## src/logic/book_pkg.sv

```systemverilog
//~~~~~~~~~~~~~~~~~~~~~~~~~~~~~~~~~~~~~~~~~~~~~~~~~~~~~~~~~~
// Order book shared definitions
// Field widths, vector typedefs, command encoding,
// command word field positions and port FSM states
//~~~~~~~~~~~~~~~~~~~~~~~~~~~~~~~~~~~~~~~~~~~~~~~~~~~~~~~~~~

package book_pkg;

  // Default number of price levels held in the table
  localparam int BOOK_DEPTH_DEFAULT = 8;

  // Entry field widths
  localparam int KEY_BITS    = 16;
  localparam int VOLUME_BITS = 14;
  localparam int LEVEL_BITS  = 8;

  // Bus and command widths
  localparam int CMD_BITS     = 2;
  localparam int WB_DATA_BITS = 32;

  typedef logic [KEY_BITS-1:0]     key_t;
  typedef logic [VOLUME_BITS-1:0]  volume_t;
  // Count of valid levels, covers depths up to 255
  typedef logic [LEVEL_BITS-1:0]   level_t;
  typedef logic [WB_DATA_BITS-1:0] wb_data_t;

  // Command field encoding
  typedef enum logic [CMD_BITS-1:0] {
    CMD_CLEAR   = 2'd0,
    CMD_ADD     = 2'd1,
    CMD_DELETE  = 2'd2,
    CMD_REPLACE = 2'd3
  } cmd_t;

  // Command word layout: cmd [31:30], key [29:14], volume [13:0]
  // Read word at adr 0 uses the same key and volume positions
  // Read word at adr 1 carries the count in its low bits
  localparam int CMD_LSB    = 30;
  localparam int KEY_LSB    = 14;
  localparam int VOLUME_LSB = 0;

  // Wishbone slave handshake states
  typedef enum logic {
    PORT_IDLE = 1'b0,
    PORT_ACK  = 1'b1
  } port_state_t;

endpackage
```

## src/logic/book_top.sv

```systemverilog
//~~~~~~~~~~~~~~~~~~~~~~~~~~~~~~~~~~~~~~~~~~~~~~~~~~~~~~~~~~
// Order book top level
// Wishbone command port, level table and notifier
//~~~~~~~~~~~~~~~~~~~~~~~~~~~~~~~~~~~~~~~~~~~~~~~~~~~~~~~~~~

module book_top #(
  parameter int BOOK_DEPTH = book_pkg::BOOK_DEPTH_DEFAULT
) (
  input  logic               i_clk,
  input  logic               i_rst_n,
  input  logic               i_wb_cyc,
  input  logic               i_wb_stb,
  input  logic               i_wb_we,
  input  logic               i_wb_adr,
  input  book_pkg::wb_data_t i_wb_dat,
  output book_pkg::wb_data_t o_wb_dat,
  output logic               o_wb_ack,
  output logic               o_notify_vld,
  output book_pkg::key_t     o_notify_key,
  output book_pkg::volume_t  o_notify_volume
);

  import book_pkg::*;

  // Port to table command
  logic    cmd_vld;
  cmd_t    cmd;
  key_t    cmd_key;
  volume_t cmd_volume;

  // Table top entry and count
  key_t    top_key;
  volume_t top_volume;
  logic    top_vld;
  level_t  count;

  book_cmd_port u_cmd_port (
    .i_clk        (i_clk),
    .i_rst_n      (i_rst_n),
    .i_wb_cyc     (i_wb_cyc),
    .i_wb_stb     (i_wb_stb),
    .i_wb_we      (i_wb_we),
    .i_wb_adr     (i_wb_adr),
    .i_wb_dat     (i_wb_dat),
    .o_wb_dat     (o_wb_dat),
    .o_wb_ack     (o_wb_ack),
    .o_cmd_vld    (cmd_vld),
    .o_cmd        (cmd),
    .o_cmd_key    (cmd_key),
    .o_cmd_volume (cmd_volume),
    .i_top_key    (top_key),
    .i_top_volume (top_volume),
    .i_top_vld    (top_vld),
    .i_count      (count)
  );

  book_level_table #(
    .BOOK_DEPTH (BOOK_DEPTH)
  ) u_level_table (
    .i_clk        (i_clk),
    .i_rst_n      (i_rst_n),
    .i_cmd_vld    (cmd_vld),
    .i_cmd        (cmd),
    .i_cmd_key    (cmd_key),
    .i_cmd_volume (cmd_volume),
    .o_top_key    (top_key),
    .o_top_volume (top_volume),
    .o_top_vld    (top_vld),
    .o_count      (count)
  );

  book_top_notify #(
    .BOOK_DEPTH (BOOK_DEPTH)
  ) u_top_notify (
    .i_clk           (i_clk),
    .i_rst_n         (i_rst_n),
    .i_top_key       (top_key),
    .i_top_volume    (top_volume),
    .i_top_vld       (top_vld),
    .o_notify_vld    (o_notify_vld),
    .o_notify_key    (o_notify_key),
    .o_notify_volume (o_notify_volume)
  );

endmodule

```

## src/logic/book_top_notify.sv

```systemverilog
//~~~~~~~~~~~~~~~~~~~~~~~~~~~~~~~~~~~~~~~~~~~~~~~~~~~~~~~~~~
// Top-of-book notifier
// Keeps the last reported top, pulses notify with the
// new top whenever the table top changes
//~~~~~~~~~~~~~~~~~~~~~~~~~~~~~~~~~~~~~~~~~~~~~~~~~~~~~~~~~~

module book_top_notify #(
  parameter int BOOK_DEPTH = book_pkg::BOOK_DEPTH_DEFAULT
) (
  input  logic              i_clk,
  input  logic              i_rst_n,
  input  book_pkg::key_t    i_top_key,
  input  book_pkg::volume_t i_top_volume,
  input  logic              i_top_vld,
  output logic              o_notify_vld,
  output book_pkg::key_t    o_notify_key,
  output book_pkg::volume_t o_notify_volume
);

  import book_pkg::*;

  logic    last_vld;
  key_t    last_key;
  volume_t last_volume;
  key_t    top_key;
  volume_t top_volume;
  logic    top_changed;

  // Empty top reads as zero so stale entries never compare
  assign top_key     = i_top_vld ? i_top_key : '0;
  assign top_volume  = i_top_vld ? i_top_volume : '0;
  assign top_changed = (i_top_vld != last_vld) || (top_key != last_key) ||
                       (top_volume != last_volume);

  always_ff @(posedge i_clk) begin
    if (!i_rst_n) begin
      last_vld     <= 1'b0;
      last_key     <= '0;
      last_volume  <= '0;
      o_notify_vld <= 1'b0;
    end else begin
      o_notify_vld <= top_changed;
      last_vld     <= i_top_vld;
      last_key     <= top_key;
      last_volume  <= top_volume;
    end
  end

  // Notify payload, meaningful only with the pulse
  always_ff @(posedge i_clk) begin
    o_notify_key    <= top_key;
    o_notify_volume <= top_volume;
  end

endmodule

```

## src/logic/book_level_table.sv

```systemverilog
//~~~~~~~~~~~~~~~~~~~~~~~~~~~~~~~~~~~~~~~~~~~~~~~~~~~~~~~~~~
// Price level table registers
// Valid vector, keys, volumes and count, loaded from
// the update logic every cycle, top entry exposed
//~~~~~~~~~~~~~~~~~~~~~~~~~~~~~~~~~~~~~~~~~~~~~~~~~~~~~~~~~~

module book_level_table #(
  parameter int BOOK_DEPTH = book_pkg::BOOK_DEPTH_DEFAULT
) (
  input  logic              i_clk,
  input  logic              i_rst_n,
  input  logic              i_cmd_vld,
  input  book_pkg::cmd_t    i_cmd,
  input  book_pkg::key_t    i_cmd_key,
  input  book_pkg::volume_t i_cmd_volume,
  output book_pkg::key_t    o_top_key,
  output book_pkg::volume_t o_top_volume,
  output logic              o_top_vld,
  output book_pkg::level_t  o_count
);

  import book_pkg::*;

  // Current state
  logic [BOOK_DEPTH-1:0]    lvl_vld;
  key_t [BOOK_DEPTH-1:0]    lvl_keys;
  volume_t [BOOK_DEPTH-1:0] lvl_volumes;
  level_t                   lvl_count;

  // Next state from the update logic
  logic [BOOK_DEPTH-1:0]    nxt_vld;
  key_t [BOOK_DEPTH-1:0]    nxt_keys;
  volume_t [BOOK_DEPTH-1:0] nxt_volumes;
  level_t                   nxt_count;

  book_level_update #(
    .BOOK_DEPTH (BOOK_DEPTH)
  ) u_update (
    .i_cmd_vld     (i_cmd_vld),
    .i_cmd         (i_cmd),
    .i_cmd_key     (i_cmd_key),
    .i_cmd_volume  (i_cmd_volume),
    .i_cur_vld     (lvl_vld),
    .i_cur_keys    (lvl_keys),
    .i_cur_volumes (lvl_volumes),
    .i_cur_count   (lvl_count),
    .o_nxt_vld     (nxt_vld),
    .o_nxt_keys    (nxt_keys),
    .o_nxt_volumes (nxt_volumes),
    .o_nxt_count   (nxt_count)
  );

  // Empty table after reset
  always_ff @(posedge i_clk) begin
    if (!i_rst_n) begin
      lvl_vld   <= '0;
      lvl_count <= '0;
    end else begin
      lvl_vld   <= nxt_vld;
      lvl_count <= nxt_count;
    end
  end

  always_ff @(posedge i_clk) begin
    lvl_keys    <= nxt_keys;
    lvl_volumes <= nxt_volumes;
  end

  // Highest price sits at the top index
  assign o_top_key    = lvl_keys[BOOK_DEPTH-1];
  assign o_top_volume = lvl_volumes[BOOK_DEPTH-1];
  assign o_top_vld    = lvl_vld[BOOK_DEPTH-1];
  assign o_count      = lvl_count;

endmodule

```

## src/logic/book_level_update.sv

```systemverilog
//~~~~~~~~~~~~~~~~~~~~~~~~~~~~~~~~~~~~~~~~~~~~~~~~~~~~~~~~~~
// Combinational next state of the sorted level table
// Key match, insertion point, shift masks, per-entry
// select and next level count
//~~~~~~~~~~~~~~~~~~~~~~~~~~~~~~~~~~~~~~~~~~~~~~~~~~~~~~~~~~

module book_level_update #(
  parameter int BOOK_DEPTH = book_pkg::BOOK_DEPTH_DEFAULT
) (
  input  logic                                 i_cmd_vld,
  input  book_pkg::cmd_t                       i_cmd,
  input  book_pkg::key_t                       i_cmd_key,
  input  book_pkg::volume_t                    i_cmd_volume,
  input  logic [BOOK_DEPTH-1:0]                i_cur_vld,
  input  book_pkg::key_t [BOOK_DEPTH-1:0]      i_cur_keys,
  input  book_pkg::volume_t [BOOK_DEPTH-1:0]   i_cur_volumes,
  input  book_pkg::level_t                     i_cur_count,
  output logic [BOOK_DEPTH-1:0]                o_nxt_vld,
  output book_pkg::key_t [BOOK_DEPTH-1:0]      o_nxt_keys,
  output book_pkg::volume_t [BOOK_DEPTH-1:0]   o_nxt_volumes,
  output book_pkg::level_t                     o_nxt_count
);

  import book_pkg::*;

  localparam level_t DEPTH_LVL = level_t'(BOOK_DEPTH);

  logic op_clr;
  logic op_add;
  logic op_del;
  logic op_rep;
  logic match_hit;

  logic [BOOK_DEPTH-1:0] match_sel;
  logic [BOOK_DEPTH-1:0] match_above;
  logic [BOOK_DEPTH-1:0] ins_cand;
  logic [BOOK_DEPTH-1:0] ins_above;
  logic [BOOK_DEPTH-1:0] ins_pt;
  logic [BOOK_DEPTH-1:0] shift_right;
  logic [BOOK_DEPTH-1:0] shift_left;
  logic [BOOK_DEPTH-1:0] vol_load;

  // Neighbour values, upper is index+1, lower is index-1
  logic [BOOK_DEPTH-1:0]          vld_upper;
  logic [BOOK_DEPTH-1:0]          vld_lower;
  key_t [BOOK_DEPTH-1:0]          key_upper;
  key_t [BOOK_DEPTH-1:0]          key_lower;
  volume_t [BOOK_DEPTH-1:0]       vol_upper;
  volume_t [BOOK_DEPTH-1:0]       vol_lower;

  // Command decode, nothing happens without a valid pulse
  assign op_clr = i_cmd_vld & (i_cmd == CMD_CLEAR);
  assign op_add = i_cmd_vld & (i_cmd == CMD_ADD);
  assign op_del = i_cmd_vld & (i_cmd == CMD_DELETE);
  assign op_rep = i_cmd_vld & (i_cmd == CMD_REPLACE);

  for (genvar i = 0; i < BOOK_DEPTH; i++) begin : g_scan
    // One-hot match, keys are unique
    assign match_sel[i]   = i_cur_vld[i] & (i_cur_keys[i] == i_cmd_key);
    // Free slot or a level at or below the new key
    assign ins_cand[i]    = ~i_cur_vld[i] | (i_cur_keys[i] <= i_cmd_key);
    // Any candidate or match strictly above this index
    assign ins_above[i]   = |(ins_cand >> (i + 1));
    assign match_above[i] = |(match_sel >> (i + 1));
    // First candidate from the top is the insertion point
    assign ins_pt[i]      = op_add & ins_cand[i] & ~ins_above[i];
  end

  assign match_hit = |match_sel;

  // ADD moves everything below the insertion point one step down
  // Full table with the lowest key: no candidate, entry is dropped
  assign shift_right = {BOOK_DEPTH{op_add}} & ins_above;

  // DELETE pulls entries at and below the match one step up
  assign shift_left  = {BOOK_DEPTH{op_del}} & (match_sel | match_above);

  // Volume written on insert or on a replace hit
  assign vol_load    = ins_pt | ({BOOK_DEPTH{op_rep}} & match_sel);

  for (genvar i = 0; i < BOOK_DEPTH; i++) begin : g_entry
    if (i == BOOK_DEPTH - 1) begin : g_top
      // Top never shifts down, nothing above it
      assign vld_upper[i] = 1'b0;
      assign key_upper[i] = '0;
      assign vol_upper[i] = '0;
    end else begin : g_mid_up
      assign vld_upper[i] = i_cur_vld[i+1];
      assign key_upper[i] = i_cur_keys[i+1];
      assign vol_upper[i] = i_cur_volumes[i+1];
    end

    if (i == 0) begin : g_bottom
      // Bottom empties on a delete shift
      assign vld_lower[i] = 1'b0;
      assign key_lower[i] = '0;
      assign vol_lower[i] = '0;
    end else begin : g_mid_dn
      assign vld_lower[i] = i_cur_vld[i-1];
      assign key_lower[i] = i_cur_keys[i-1];
      assign vol_lower[i] = i_cur_volumes[i-1];
    end

    assign o_nxt_vld[i] = op_clr         ? 1'b0 :
                          ins_pt[i]      ? 1'b1 :
                          shift_right[i] ? vld_upper[i] :
                          shift_left[i]  ? vld_lower[i] :
                          i_cur_vld[i];

    assign o_nxt_keys[i] = ins_pt[i]      ? i_cmd_key :
                           shift_right[i] ? key_upper[i] :
                           shift_left[i]  ? key_lower[i] :
                           i_cur_keys[i];

    assign o_nxt_volumes[i] = vol_load[i]    ? i_cmd_volume :
                              shift_right[i] ? vol_upper[i] :
                              shift_left[i]  ? vol_lower[i] :
                              i_cur_volumes[i];
  end

  // Count saturates at depth, missing delete key leaves it alone
  always_comb begin
    o_nxt_count = i_cur_count;
    if (op_clr) begin
      o_nxt_count = '0;
    end else if (op_add && (i_cur_count < DEPTH_LVL)) begin
      o_nxt_count = i_cur_count + level_t'(1);
    end else if (op_del && match_hit) begin
      o_nxt_count = i_cur_count - level_t'(1);
    end
  end

endmodule

```

## src/logic/book_cmd_port.sv

```systemverilog
//~~~~~~~~~~~~~~~~~~~~~~~~~~~~~~~~~~~~~~~~~~~~~~~~~~~~~~~~~~
// Wishbone classic slave command port
// Single cycle ack FSM, command word decode into a
// one-cycle command pulse, top-of-book and count reads
//~~~~~~~~~~~~~~~~~~~~~~~~~~~~~~~~~~~~~~~~~~~~~~~~~~~~~~~~~~

module book_cmd_port (
  input  logic               i_clk,
  input  logic               i_rst_n,
  input  logic               i_wb_cyc,
  input  logic               i_wb_stb,
  input  logic               i_wb_we,
  input  logic               i_wb_adr,
  input  book_pkg::wb_data_t i_wb_dat,
  output book_pkg::wb_data_t o_wb_dat,
  output logic               o_wb_ack,
  output logic               o_cmd_vld,
  output book_pkg::cmd_t     o_cmd,
  output book_pkg::key_t     o_cmd_key,
  output book_pkg::volume_t  o_cmd_volume,
  input  book_pkg::key_t     i_top_key,
  input  book_pkg::volume_t  i_top_volume,
  input  logic               i_top_vld,
  input  book_pkg::level_t   i_count
);

  import book_pkg::*;

  port_state_t port_state;
  port_state_t port_state_nxt;
  logic        wb_req;
  wb_data_t    rd_word;

  // New transaction only while idle, ack phase ignores the held strobe
  assign wb_req = i_wb_cyc & i_wb_stb & (port_state == PORT_IDLE);

  always_comb begin
    port_state_nxt = port_state;
    case (port_state)
      PORT_IDLE: if (wb_req) port_state_nxt = PORT_ACK;
      PORT_ACK:  port_state_nxt = PORT_IDLE;
      default:   port_state_nxt = PORT_IDLE;
    endcase
  end

  always_ff @(posedge i_clk) begin
    if (!i_rst_n) begin
      port_state <= PORT_IDLE;
      o_cmd_vld  <= 1'b0;
    end else begin
      port_state <= port_state_nxt;
      // One pulse per accepted write
      o_cmd_vld  <= wb_req & i_wb_we;
    end
  end

  // Ack is high for the whole single ack state
  assign o_wb_ack = (port_state == PORT_ACK);

  // Read data mux
  always_comb begin
    rd_word = '0;
    if (i_wb_adr) begin
      rd_word[LEVEL_BITS-1:0] = i_count;
    end else if (i_top_vld) begin
      // Empty table reads as zero key and volume
      rd_word[KEY_LSB +: KEY_BITS]       = i_top_key;
      rd_word[VOLUME_LSB +: VOLUME_BITS] = i_top_volume;
    end
  end

  // Payload captured on the sampling edge
  always_ff @(posedge i_clk) begin
    if (wb_req && i_wb_we) begin
      o_cmd        <= cmd_t'(i_wb_dat[CMD_LSB +: CMD_BITS]);
      o_cmd_key    <= i_wb_dat[KEY_LSB +: KEY_BITS];
      o_cmd_volume <= i_wb_dat[VOLUME_LSB +: VOLUME_BITS];
    end
    if (wb_req && !i_wb_we) begin
      o_wb_dat <= rd_word;
    end
  end

endmodule

```

## config.mk

```make
export PLATFORM = sky130hd
export DESIGN_NAME = book_top
export DESIGN_NICKNAME = d
export VERILOG_FILES = /design/src/logic/book_pkg.sv /design/src/logic/book_top.sv /design/src/logic/book_top_notify.sv /design/src/logic/book_level_table.sv /design/src/logic/book_level_update.sv /design/src/logic/book_cmd_port.sv
export SDC_FILE = /design/constraint.sdc
export NUM_CORES = 1
export LEC_CHECK = 0
export ABC_CLOCK_PERIOD_IN_PS = 3800
export BUFFER_PORTS_ARGS = -buffer_cell sky130_fd_sc_hd__buf_2
export CORE_MARGIN = 2
export CORE_UTILIZATION = 56
export CTS_CLUSTER_DIAMETER = 120
export DETAILED_ROUTE_END_ITERATION = 8
export GPL_ROUTABILITY_DRIVEN = 0
export GPL_TIMING_DRIVEN = 0
export PLACE_DENSITY_LB_ADDON = 0.2
export SLEW_MARGIN = 20
export SYNTH_ARGS = -nofsm -noshare
export SYNTH_HDL_FRONTEND = slang
export SYNTH_SLANG_ARGS = --single-unit
```

## constraint.sdc

```tcl
create_clock -name i_clk -period 3.8 [get_ports i_clk]
set_input_delay 0.57 -clock i_clk [delete_from_list [all_inputs] [get_ports i_clk]]
set_output_delay 0.57 -clock i_clk [all_outputs]
set_load 0.01 [all_outputs]
```

### After elaboration in Yosys (flattened, before gate mapping)

Index checks and enable logic that the tools add are counted.

* output and inout port bits: 64
* word-level logic and storage cells: 243
* register bits: 382

* $add $sub $neg: 2
* bitwise operators: 60
* magnitude comparators: 9
* mux-type cells: 80
* equal/unequal tests: 14
* reduce and logical (&&, ||, !) cells: 40

Operator list (count)
* 16-bit two-way mux: 25
* 14-bit two-way mux: 25
* 16-bit == test: 8
* 16-bit less-or-equal comparator: 8
* 3-bit nonzero test: 16
* 8-bit two-way mux: 4
* 1-bit bitwise AND: 30
* 1-bit two-way mux: 25
* 1-bit NOT: 17
* 8-bit bitwise AND: 2
* 16-bit inequality test: 1
* 14-bit inequality test: 1
* 7-bit OR reduction: 2
* 6-bit OR reduction: 2
* 5-bit OR reduction: 2
* 8-bit by 1-bit adder with 8-bit output (second input constant): 1
* 8-bit by 7-bit bitwise AND with 8-bit output: 1
* 8-bit by 4-bit less-than comparator with 1-bit output (second input constant): 1
* 1-bit OR: 8
* 8-bit by 7-bit OR with 8-bit output: 1
* 8-bit OR: 1
* 2-bit OR reduction: 4
* 4-bit OR reduction: 2
* 8-bit OR reduction: 1
* other kinds (11): 17

### Depth between registers and ports, before layout

Gate-level depths: netlist (run 1).

* word-level depth: 8
* gate-level depth with buffers: 15

### By module

Synthesis (run 1) repeated with hierarchy kept, for this count alone.

* cells, all modules: 2258
* area total of the unflattened synthesis: 20968.9 um^2

Modules (own cells, without submodules)
* book_level_update: times used 1, area each 10954.3 um^2, cells an instance 1603
* book_level_table: times used 1, area each 5476.5 um^2, cells an instance 303
* book_top_notify: times used 1, area each 2316.0 um^2, cells an instance 241
* book_cmd_port: times used 1, area each 2222.1 um^2, cells an instance 111

### Worst setup path after synthesis (run 1)

No wires, ideal clock.

* path kind: flip-flop to flip-flop
* from: register u_cmd_port.o_cmd_key[15]
* to: register u_level_table.lvl_keys[0] in the netlist's numbering, enable pin
* arrival: 3.358 ns
* data required time: 3.385 ns
* setup slack: 0.027 ns
* stages on the path, launching flop included: 15
* setup time: 0.415 ns
* cells stage by stage: edfxtp_1 clkbuf_1 inv_1 ha_1 nand4_1 a2111o_1 a31oi_4 and4_1 buf_2 a31o_1 buf_6 buf_6 and3_1 clkbuf_1 nand3b_1

* longest elaborated chain between the ends: 6

Ends and longest elaborated chain
* from (decl): RTL line book_cmd_port.sv:19 `output book_pkg::key_t o_cmd_key,`
* from (signal assigned): RTL line book_cmd_port.sv:76 `o_cmd_key <= i_wb_dat[KEY_LSB +: KEY_BITS];`
* 16-bit less-or-equal comparator or 16-bit == test (tied branches): RTL line book_level_update.sv:61, book_level_update.sv:59
* 1-bit OR or 1-bit bitwise AND (tied branches): RTL line book_level_update.sv:61, book_level_update.sv:59
* 7-bit OR reduction, on equally long branches: RTL line book_level_update.sv:63, book_level_update.sv:64
* 1-bit NOT or 8-bit by 7-bit OR with 8-bit output (tied branches): RTL line book_level_update.sv:66, book_level_update.sv:76
* 1-bit bitwise AND or 8-bit bitwise AND (tied branches): RTL line book_level_update.sv:66, book_level_update.sv:76
* 3-bit nonzero test (no line) *
* to (signal assigned): RTL line book_level_table.sv:65 `lvl_keys <= nxt_keys;`
* to (decl): RTL line book_level_table.sv:26 `key_t [BOOK_DEPTH-1:0] lvl_keys;`

Mark *: on every way between the ends. The rest lies on a longest branch, timed or not.
A chain may end at the register's enable or synchronous reset.

### Final worst setup path (run 1)

* from: register u_cmd_port.o_cmd_key[13]
* to: register u_level_table.lvl_volumes[7] in the netlist's numbering, enable pin

* longest elaborated chain between the ends: 7

Ends and longest elaborated chain
* 16-bit less-or-equal comparator: RTL line book_level_update.sv:61 `assign ins_cand[i] = ~i_cur_vld[i] | (i_cur_keys[i] <= i_cmd_key);`
* 1-bit OR: RTL line book_level_update.sv:61
* 7-bit OR reduction: RTL line book_level_update.sv:63 `assign ins_above[i] = |(ins_cand >> (i + 1));`
* 1-bit NOT: RTL line book_level_update.sv:66 `assign ins_pt[i] = op_add & ins_cand[i] & ~ins_above[i];`
* 1-bit bitwise AND: RTL line book_level_update.sv:66
* 8-bit OR: RTL line book_level_update.sv:79 `assign vol_load = ins_pt | ({BOOK_DEPTH{op_rep}} & match_sel);`
* 3-bit nonzero test (no line) *
* to (signal assigned): RTL line book_level_table.sv:66 `lvl_volumes <= nxt_volumes;`
* to (decl): RTL line book_level_table.sv:27 `volume_t [BOOK_DEPTH-1:0] lvl_volumes;`

Marks and branches as above.

==> summary.log, run 1 <==
[power] power per cell area 364 nW/um2
[global_routing] maximum number of pins on one net before global-route repair 29
[critical_path] Arrival @ worst endpoint 4.15 ns
[critical_path] Worst Path Max Fanout 10
[placement] DP Area 21100 um2
[clock_network] buffer depth of the longest clock path 3
[yosys] share of the synthesized area in the top cell type 45.4%
[global_routing] GRT Overall Usage 28.6%
[floorplanning] floorplan die width 193 um
[yosys] cells after synthesis 1811
[drt] final routed wirelength across all metal layers 55500 um
[timing] Max-Slew Margin vs Limit 28.7%
[finish] Area Growth Syn to Fin 20.2%
[timing] Post-Route Hold Slack 0.181 ns
[clock_network] number of hold buffers added after cts 0
[yosys] yosys warns 0
[power] highest ir drop seen on vdd 397 uV
[timing] setup skew after layout 0.0231 ns
[yosys] most used flip-flop cell after synthesis edfxtp_1
[clock_network] clock slew at reported path FFs 0.06 ns
[clock_network] Clock Latency Late Sink 0.56 ns
[finish] number of diodes added for antenna fixing 0
[clock_network] Clock Tree Root clkbuf_16
[run] Max-cap violations 0
[clock_network] CTS sink count 382
[yosys] Avg Inst Size Synth 11.0 um2
[critical_path] type of the worst setup path flip-flop to flip-flop
[global_routing] global-route wire length before repair 81200 um
[yosys] sequential cell area fraction in the yosys report 53.4%
[global_routing] Remaining Overflow, GRT 0
[status] violations in the final reports negative setup slack
[critical_path] slack of the worst reg-to-reg path -0.1 ns
[power] reported leakage power 0.00960 uW
[timing] achievable clock frequency 257 MHz
[drt] number of routed nets with antenna violations 0
[critical_path] sort of element at the end of the critical path flip-flop
[timing] setup repair after global routing missed its margin true
[clock_network] clock tree from TritonCTS done
[drt] DRC viols 0
[drt] via/cell ratio 6.19
[critical_path] worst reg2reg path endpoint u_level_table.lvl_volumes[7]
[yosys] number of enable flip-flop cells after synthesis 302
[critical_path] path depth of the worst reg2reg path 12
[critical_path] startpoint class of the critical path flip-flop
[timing] count of endpoints failing hold in the final timing report 0
[floorplanning] I/O pin cnt 102
[timing] final setup slack of the worst path -0.0973 ns
[clock_network] clock buffers created by TritonCTS 41
[yosys] FFs w/ async S/R, synth 0%
[yosys] netlist area before placement 20000 um2
[critical_path] Required @ worst endpoint 4.06 ns
[placement] number of buffer cells added on primary ports 98
[hold_path] min-delay worst type primary input to flip-flop
[finish] final non-filler cell area 24000 um2
[timing] final setup violation count 75
[critical_path] Worst path slowest cell nor4_1
[timing] Final Max Tran Viols 0
[timing] crit share post-route 103%
[floorplanning] core area 35300 um2
[floorplanning] Initial Utilization 56.5%
[yosys] flops & latches, synth 382
[critical_path] CP cell instances clkinvlp_4 > buf_6 > buf_4 > ha_1 > nand4_1 > nor4_1 > nand2_1 > or2_2 > a21oi_4 > buf_4 > nand3b_1 > buf_6
[drt] drt initial violations 1743
[finish] fraction of final layout cells with drive strength greater than 1 23.2%
[hold_path] count of cells along the worst hold path 1
[status] status complete, but fails checks
[floorplanning] placement row count 69
[clock_network] H-Tree Depth 2
[drt] post-detailed-route wirelength per cell 21.9 um
[floorplanning] Chip Height 193 um
[critical_path] crit path launch u_cmd_port.o_cmd_key[13]
[placement] post-detailed-placement half-perimeter wirelength 40300 um
[timing] transition at the pin with the smallest max-transition slack 1.07 ns
[drt] Pre-antenna DRT Iters 6
[drt] total number of vias 15700
[critical_path] startpoint of the worst-slack reg-to-reg timing path u_cmd_port.o_cmd_key[13]
[critical_path] timing endpoint of the critical path u_level_table.lvl_volumes[7]
[yosys] cells taking the most area after synthesis edfxtp_1, ha_1, dfxtp_1, nand2_1, mux2_2
[global_routing] via count of the first global-routing pass 14800
[timing] min Tclk post-route 3.90 ns
[finish] Net count, final 2215
[floorplanning] total die area 37200 um2
[yosys] Distinct cells, synth 70
[yosys] post-synth top area cell edfxtp_1
[yosys] most frequent cell after synthesis edfxtp_1
[global_routing] number of antenna violations at the first check in global routing 0
[yosys] most used standard cells in the synthesized netlist edfxtp_1, nand2_1, ha_1, nor2_1, inv_1
[critical_path] delay contributed by the slowest stage of the critical path 0.63 ns
[repair_timing]
item / in CTS / in global routing
endpoints found under the setup margin: 482 / 385
resized for setup: 72 / 164
endpoints found under the hold margin: 0 / 0
gates cloned: 0 / 3
pin swaps: 19 / 32
buffers inserted: 64 / 35
[layer usage]
| metal | GRT usage (%) | wire (um) | vias up |
|---|---|---|---|
| li1 | - | - | 7247 |
| met4 | 9.98 | 1940 | 0 |
| met1 | 40.0 | 22900 | 7447 |
| met5 | 0 | 0 | - |
| met2 | 45.9 | 25300 | 865 |
| met3 | 4.07 | 5390 | 125 |
[how the worst min path moves through the flow]
stage	start	to	slack, ns
2_1_floorplan	u_level_table.o_count[4]	u_level_table.o_count[4]	0.47
3_5_place_dp	u_level_table.lvl_vld[4]	u_level_table.lvl_vld[4]	0.51
3_3_place_gp	u_level_table.o_count[4]	u_level_table.o_count[4]	0.50
4_1_cts	i_wb_dat[22]	u_cmd_port.o_cmd_key[8]	0.17
6_report	i_wb_dat[22]	u_cmd_port.o_cmd_key[8]	0.18
5_1_grt	i_wb_dat[18]	u_cmd_port.o_cmd_key[4]	0.18
[stage by stage]
| stage | std cells | TNS [ns] | power, uW | setup slack, ns | util, % |
|---|---|---|---|---|---|
| 5_1_grt | 2534 | -9.77 | 8970 | -0.136 | 68.0 |
| 6_report | 2534 | -3.49 | 8730 | -0.0973 | 68.0 |
| 4_1_cts | 2497 | 0 | 8720 | 0.00176 | 65.5 |
| 3_5_place_dp | 2376 | -270.77 | 4910 | -1.25 | 59.8 |
| 3_3_place_gp | 2371 | -271.78 | 4890 | -1.21 | 59.6 |
| 2_1_floorplan | 1812 | 0 | 4800 | 0.0269 | - |
[kinds of logic after synthesis]
family                     Yosys count  synth area share (%)
adders and majority gates          135                  8.50
muxes                              131                  7.10
DFF                                382                  53.4
other                                1                0.0188
AOI/OAI and AO/OA                  402                  13.0
xor gates and xnor gates            35                  1.54
and+or+nand+nor                    518                  12.1
buffers and inverters              207                  4.22
[critical path: cells and delay by family (launching register included)]
family	cells	cell delay, ns
AOI/OAI and AO/OA	1	0.17
adders and majority gates	1	0.29
buffers and inverters	5	0.95
DFF	1	0.54
and+or+nand+nor	5	1.62
[where the power goes]
part,switching (uW),internal [uW]
registers,40.3,4510
logic,195,138
clock network,1660,2190
total,1890,6840
[sequential cells by signal, summed over array words and instances (netlist names), 2 cells and up]
| register | cells |
|---|---|
| u_level_table.o_top_key | 16 |
| u_level_table.o_top_volume | 14 |
| u_top_notify.o_notify_key | 16 |
| u_cmd_port.o_wb_dat | 30 |
| u_top_notify.last_volume | 14 |
| u_level_table.lvl_volumes | 98 |
| u_level_table.lvl_vld | 8 |
| u_top_notify.last_key | 16 |
| u_level_table.o_count | 8 |
| u_level_table.lvl_keys | 112 |
| u_cmd_port.o_cmd_key | 16 |
| u_cmd_port.o_cmd_volume | 14 |
| u_cmd_port.o_cmd | 2 |
| u_top_notify.o_notify_volume | 14 |
[placed cells by master (no fill, tap or decap), types with 9 or more instances in the layout]
cell and instances:
edfxtp_1 302, nand2_1 190, ha_1 129, nor2_1 123, buf_2 111, buf_4 97
a21oi_1 93, o21ai_0 86, dfxtp_1 80, inv_1 78, nand4_1 53, a31oi_1 52
mux2_2 48, clkbuf_16 47, mux2i_1 46, clkbuf_1 45, o211ai_1 40, nand3_1 39
and3_1 31, a22o_1 30, buf_6 26, xor2_1 22, mux2_4 21, o22ai_1 18
clkbuf_2 17, clkinvlp_4 16, a222oi_1 16, mux2_1 16, xnor2_1 13, nor2b_1 9
a211oi_1 9, clkinv_2 9
[layout make-up]
cell class	instances	area, um2
Fill cell	2572	11300
Tap cell	461	577
Clock buffer	58	1180
Clock inverter	16	100
Buffer	94	574
Sequential cell	382	10700
Multi-Input combinational cell	1223	9040
Inverter	95	417
Timing Repair Buffer	205	1430
(Power assumes the default switching activity.)
==> inputs of run 2 (changes only) <==
--- a/config.mk
+++ b/config.mk
@@ -8,7 +8,7 @@
 export ABC_CLOCK_PERIOD_IN_PS = 3800
 export BUFFER_PORTS_ARGS = -buffer_cell sky130_fd_sc_hd__buf_2
 export CORE_MARGIN = 2
-export CORE_UTILIZATION = 56
+export CORE_UTILIZATION = 52
 export CTS_CLUSTER_DIAMETER = 120
 export DETAILED_ROUTE_END_ITERATION = 8
 export GPL_ROUTABILITY_DRIVEN = 0
==> summary.log, run 2 (same netlist as run 1, synthesis figures left out) <==
[finish] number of diodes added for antenna fixing 0
[clock_network] clock tree from TritonCTS done
[timing] final setup violation count 33
[timing] crit share post-route 101%
[global_routing] maximum number of pins on one net before global-route repair 28
[hold_path] min-delay worst type primary input to flip-flop
[critical_path] startpoint of the worst-slack reg-to-reg timing path u_cmd_port.o_cmd_key[12]
[drt] post-detailed-route wirelength per cell 21.5 um
[floorplanning] placement row count 71
[clock_network] Clock Latency Late Sink 0.57 ns
[floorplanning] Initial Utilization 52.9%
[critical_path] Arrival @ worst endpoint 4.11 ns
[critical_path] Required @ worst endpoint 4.06 ns
[critical_path] Worst Path Max Fanout 8
[clock_network] H-Tree Depth 2
[timing] count of endpoints failing hold in the final timing report 0
[status] violations in the final reports negative setup slack
[finish] share of the core filled with cells in the final layout 63.6%
[floorplanning] Chip Height 200 um
[drt] total number of vias 15400
[clock_network] Clock Tree Root clkbuf_16
[global_routing] number of antenna violations at the first check in global routing 1
[timing] final setup slack of the worst path -0.0443 ns
[finish] final non-filler cell area 24000 um2
[status] status complete, but fails checks
[power] clock network fraction of design power 44.6%
[floorplanning] total die area 40000 um2
[timing] min Tclk post-route 3.84 ns
[power] reported leakage power 0.00951 uW
[timing] Max-Slew Margin vs Limit 31.7%
[timing] Final Max Tran Viols 0
[critical_path] crit path launch u_cmd_port.o_cmd_key[12]
[timing] setup skew after layout 0.0225 ns
[power] Sequential Power Share 51.6%
[timing] transition at the pin with the smallest max-transition slack 1.02 ns
[finish] Net count, final 2213
[placement] DP Area 21200 um2
[run] Max-cap violations 0
[finish] number of flip-flops in the largest register 112
[power] power dissipated by switching net loads 1910 uW
[power] Sw Ratio 21.7%
[floorplanning] I/O pin cnt 102
[global_routing] global-route wire length before repair 83700 um
[drt] DRC viols 0
[critical_path] sort of element at the end of the critical path flip-flop
[power] total design power 8830 uW
[finish] non-filler instance count after layout 2582
[placement] number of buffer cells added on primary ports 98
[clock_network] clock slew at reported path FFs 0.06 ns
[finish] total of fill cells in the finished design 2891
[critical_path] type of the worst setup path flip-flop to flip-flop
[clock_network] number of hold buffers added after cts 0
[floorplanning] floorplan die width 200 um
[power] highest ir drop seen on vdd 282 uV
[drt] via/cell ratio 5.97
[finish] most common cell after layout, fill and taps aside edfxtp_1
[placement] post-detailed-placement half-perimeter wirelength 40600 um
[finish] sequential standard cell area 10700 um2
[finish] most used cells in the layout excluding fill and tap cells edfxtp_1, nand2_1, nor2_1, ha_1, buf_2
[finish] Area Growth Syn to Fin 20.3%
[hold_path] source of the worst hold timing path i_wb_dat[22]
[power] power per cell area 367 nW/um2
[clock_network] buffer depth of the longest clock path 3
[power] logic gate share of total power 3.8%
[timing] achievable clock frequency 260 MHz
[finish] largest reg by FF count u_level_table.lvl_keys
[timing] setup repair after global routing missed its margin true
[critical_path] startpoint class of the critical path flip-flop
[floorplanning] core area 37800 um2
[finish] fraction of final layout cells with drive strength greater than 1 23.2%
[drt] number of routed nets with antenna violations 0
[finish] Regs by FF count u_level_table.lvl_keys: 112 flops, u_level_table.lvl_volumes: 98 flops, u_cmd_port.o_wb_dat: 30 flops
[placement] cell count after placement 2426
[global_routing] GRT Overall Usage 27.8%
[clock_network] CTS sink count 382
[drt] final routed wirelength across all metal layers 55600 um
[finish] multi-input combinational cell area 9020 um2
[drt] drt initial violations 1468
[global_routing] Remaining Overflow, GRT 0
[global_routing] via count of the first global-routing pass 14900
[power] internal cell power 6910 uW
[drt] Pre-antenna DRT Iters 6
[clock_network] clock buffers created by TritonCTS 42
-- run 2: cell count changes in the layout (fill, tap and decap cells not counted), moves of 3 or more --
cell and delta:
mux2_4 -15, mux2_2 +10, a21oi_1 -6, a21oi_2 +5
mux2_1 +5, buf_4 -4, ha_1 -4, ha_4 +4
o21ai_0 -3, o21ai_1 +3
-- run 2: critical path, stage by stage, from the launching register on --
cell,delay (ns)
edfxtp_1,0.53
clkinvlp_4,0.24
buf_6,0.16
ha_1,0.27
nand4_1,0.13
buf_4,0.18
a2111o_1,0.32
a31oi_4,0.24
buf_4,0.17
nand4_4,0.20
buf_4,0.21
nor4_4,0.34
buf_6,0.15
nand3b_1,0.21
buf_6,0.19
-- run 2: final timing paths --
| check | cells after the start | slack [ns] | endpoint |
|---|---|---|---|
| worst max-delay path | 14 | -0.04 | u_level_table.lvl_keys[10] |
| worst min-delay path | 1 | 0.17 | u_cmd_port.o_cmd_key[8] |
| worst max register to register | 14 | -0.04 | u_level_table.lvl_keys[10] |
| worst min register to register | 2 | 0.53 | u_level_table.o_count[2] |
-- run 2: layout make-up --
| class | instances | area share, % |
|---|---|---|
| buffer | 94 | 2.27 |
| clock buffer | 55 | 4.93 |
| clock inverter | 20 | 0.583 |
| inverter | 95 | 1.70 |
| multi-input combinational | 1223 | 37.5 |
| sequential | 382 | 44.4 |
| tap | 511 | 2.66 |
| timing repair buffer | 202 | 5.89 |
-- run 2: metal layers --
metal	global-route usage (%)	wire [um]	share of wire, %
met1	38.3	23900	43
met2	44.5	25300	45
met3	4.27	4380	7.9
met4	10.4	2010	3.6
met5	0	14	0.025
-- run 2: repair_timing --
| item | in CTS | in global routing |
|---|---|---|
| setup endpoints to repair | 482 | 411 |
| pin swaps | 17 | 21 |
| endpoints found under the hold margin | 0 | 0 |
| buffers inserted | 64 | 30 |
| gates resized for setup | 86 | 122 |
| cloned | 1 | 4 |
-- run 2: stage by stage --
stage | setup slack, ns | setup TNS (ns) | hold WS [ns]
finish | -0.0443 | -0.838 | 0.175
global route | -0.135 | -12.63 | 0.167
floorplan | 0.0269 | 0 | 0.469
global placement | -1.25 | -291.06 | 0.506
CTS | -0.00616 | -0.0379 | 0.154
detailed placement | -1.31 | -291.93 | 0.514
-- run 2: power groups by stage --
stage / clock network (uW) / registers [uW] / logic (uW)
after global routing: 4140 / 4550 / 367
after detailed placement: 0 / 4630 / 280
after CTS: 3990 / 4550 / 306
after floorplan: 0 / 4620 / 172
after global placement: 0 / 4630 / 265
final: 3940 / 4550 / 333
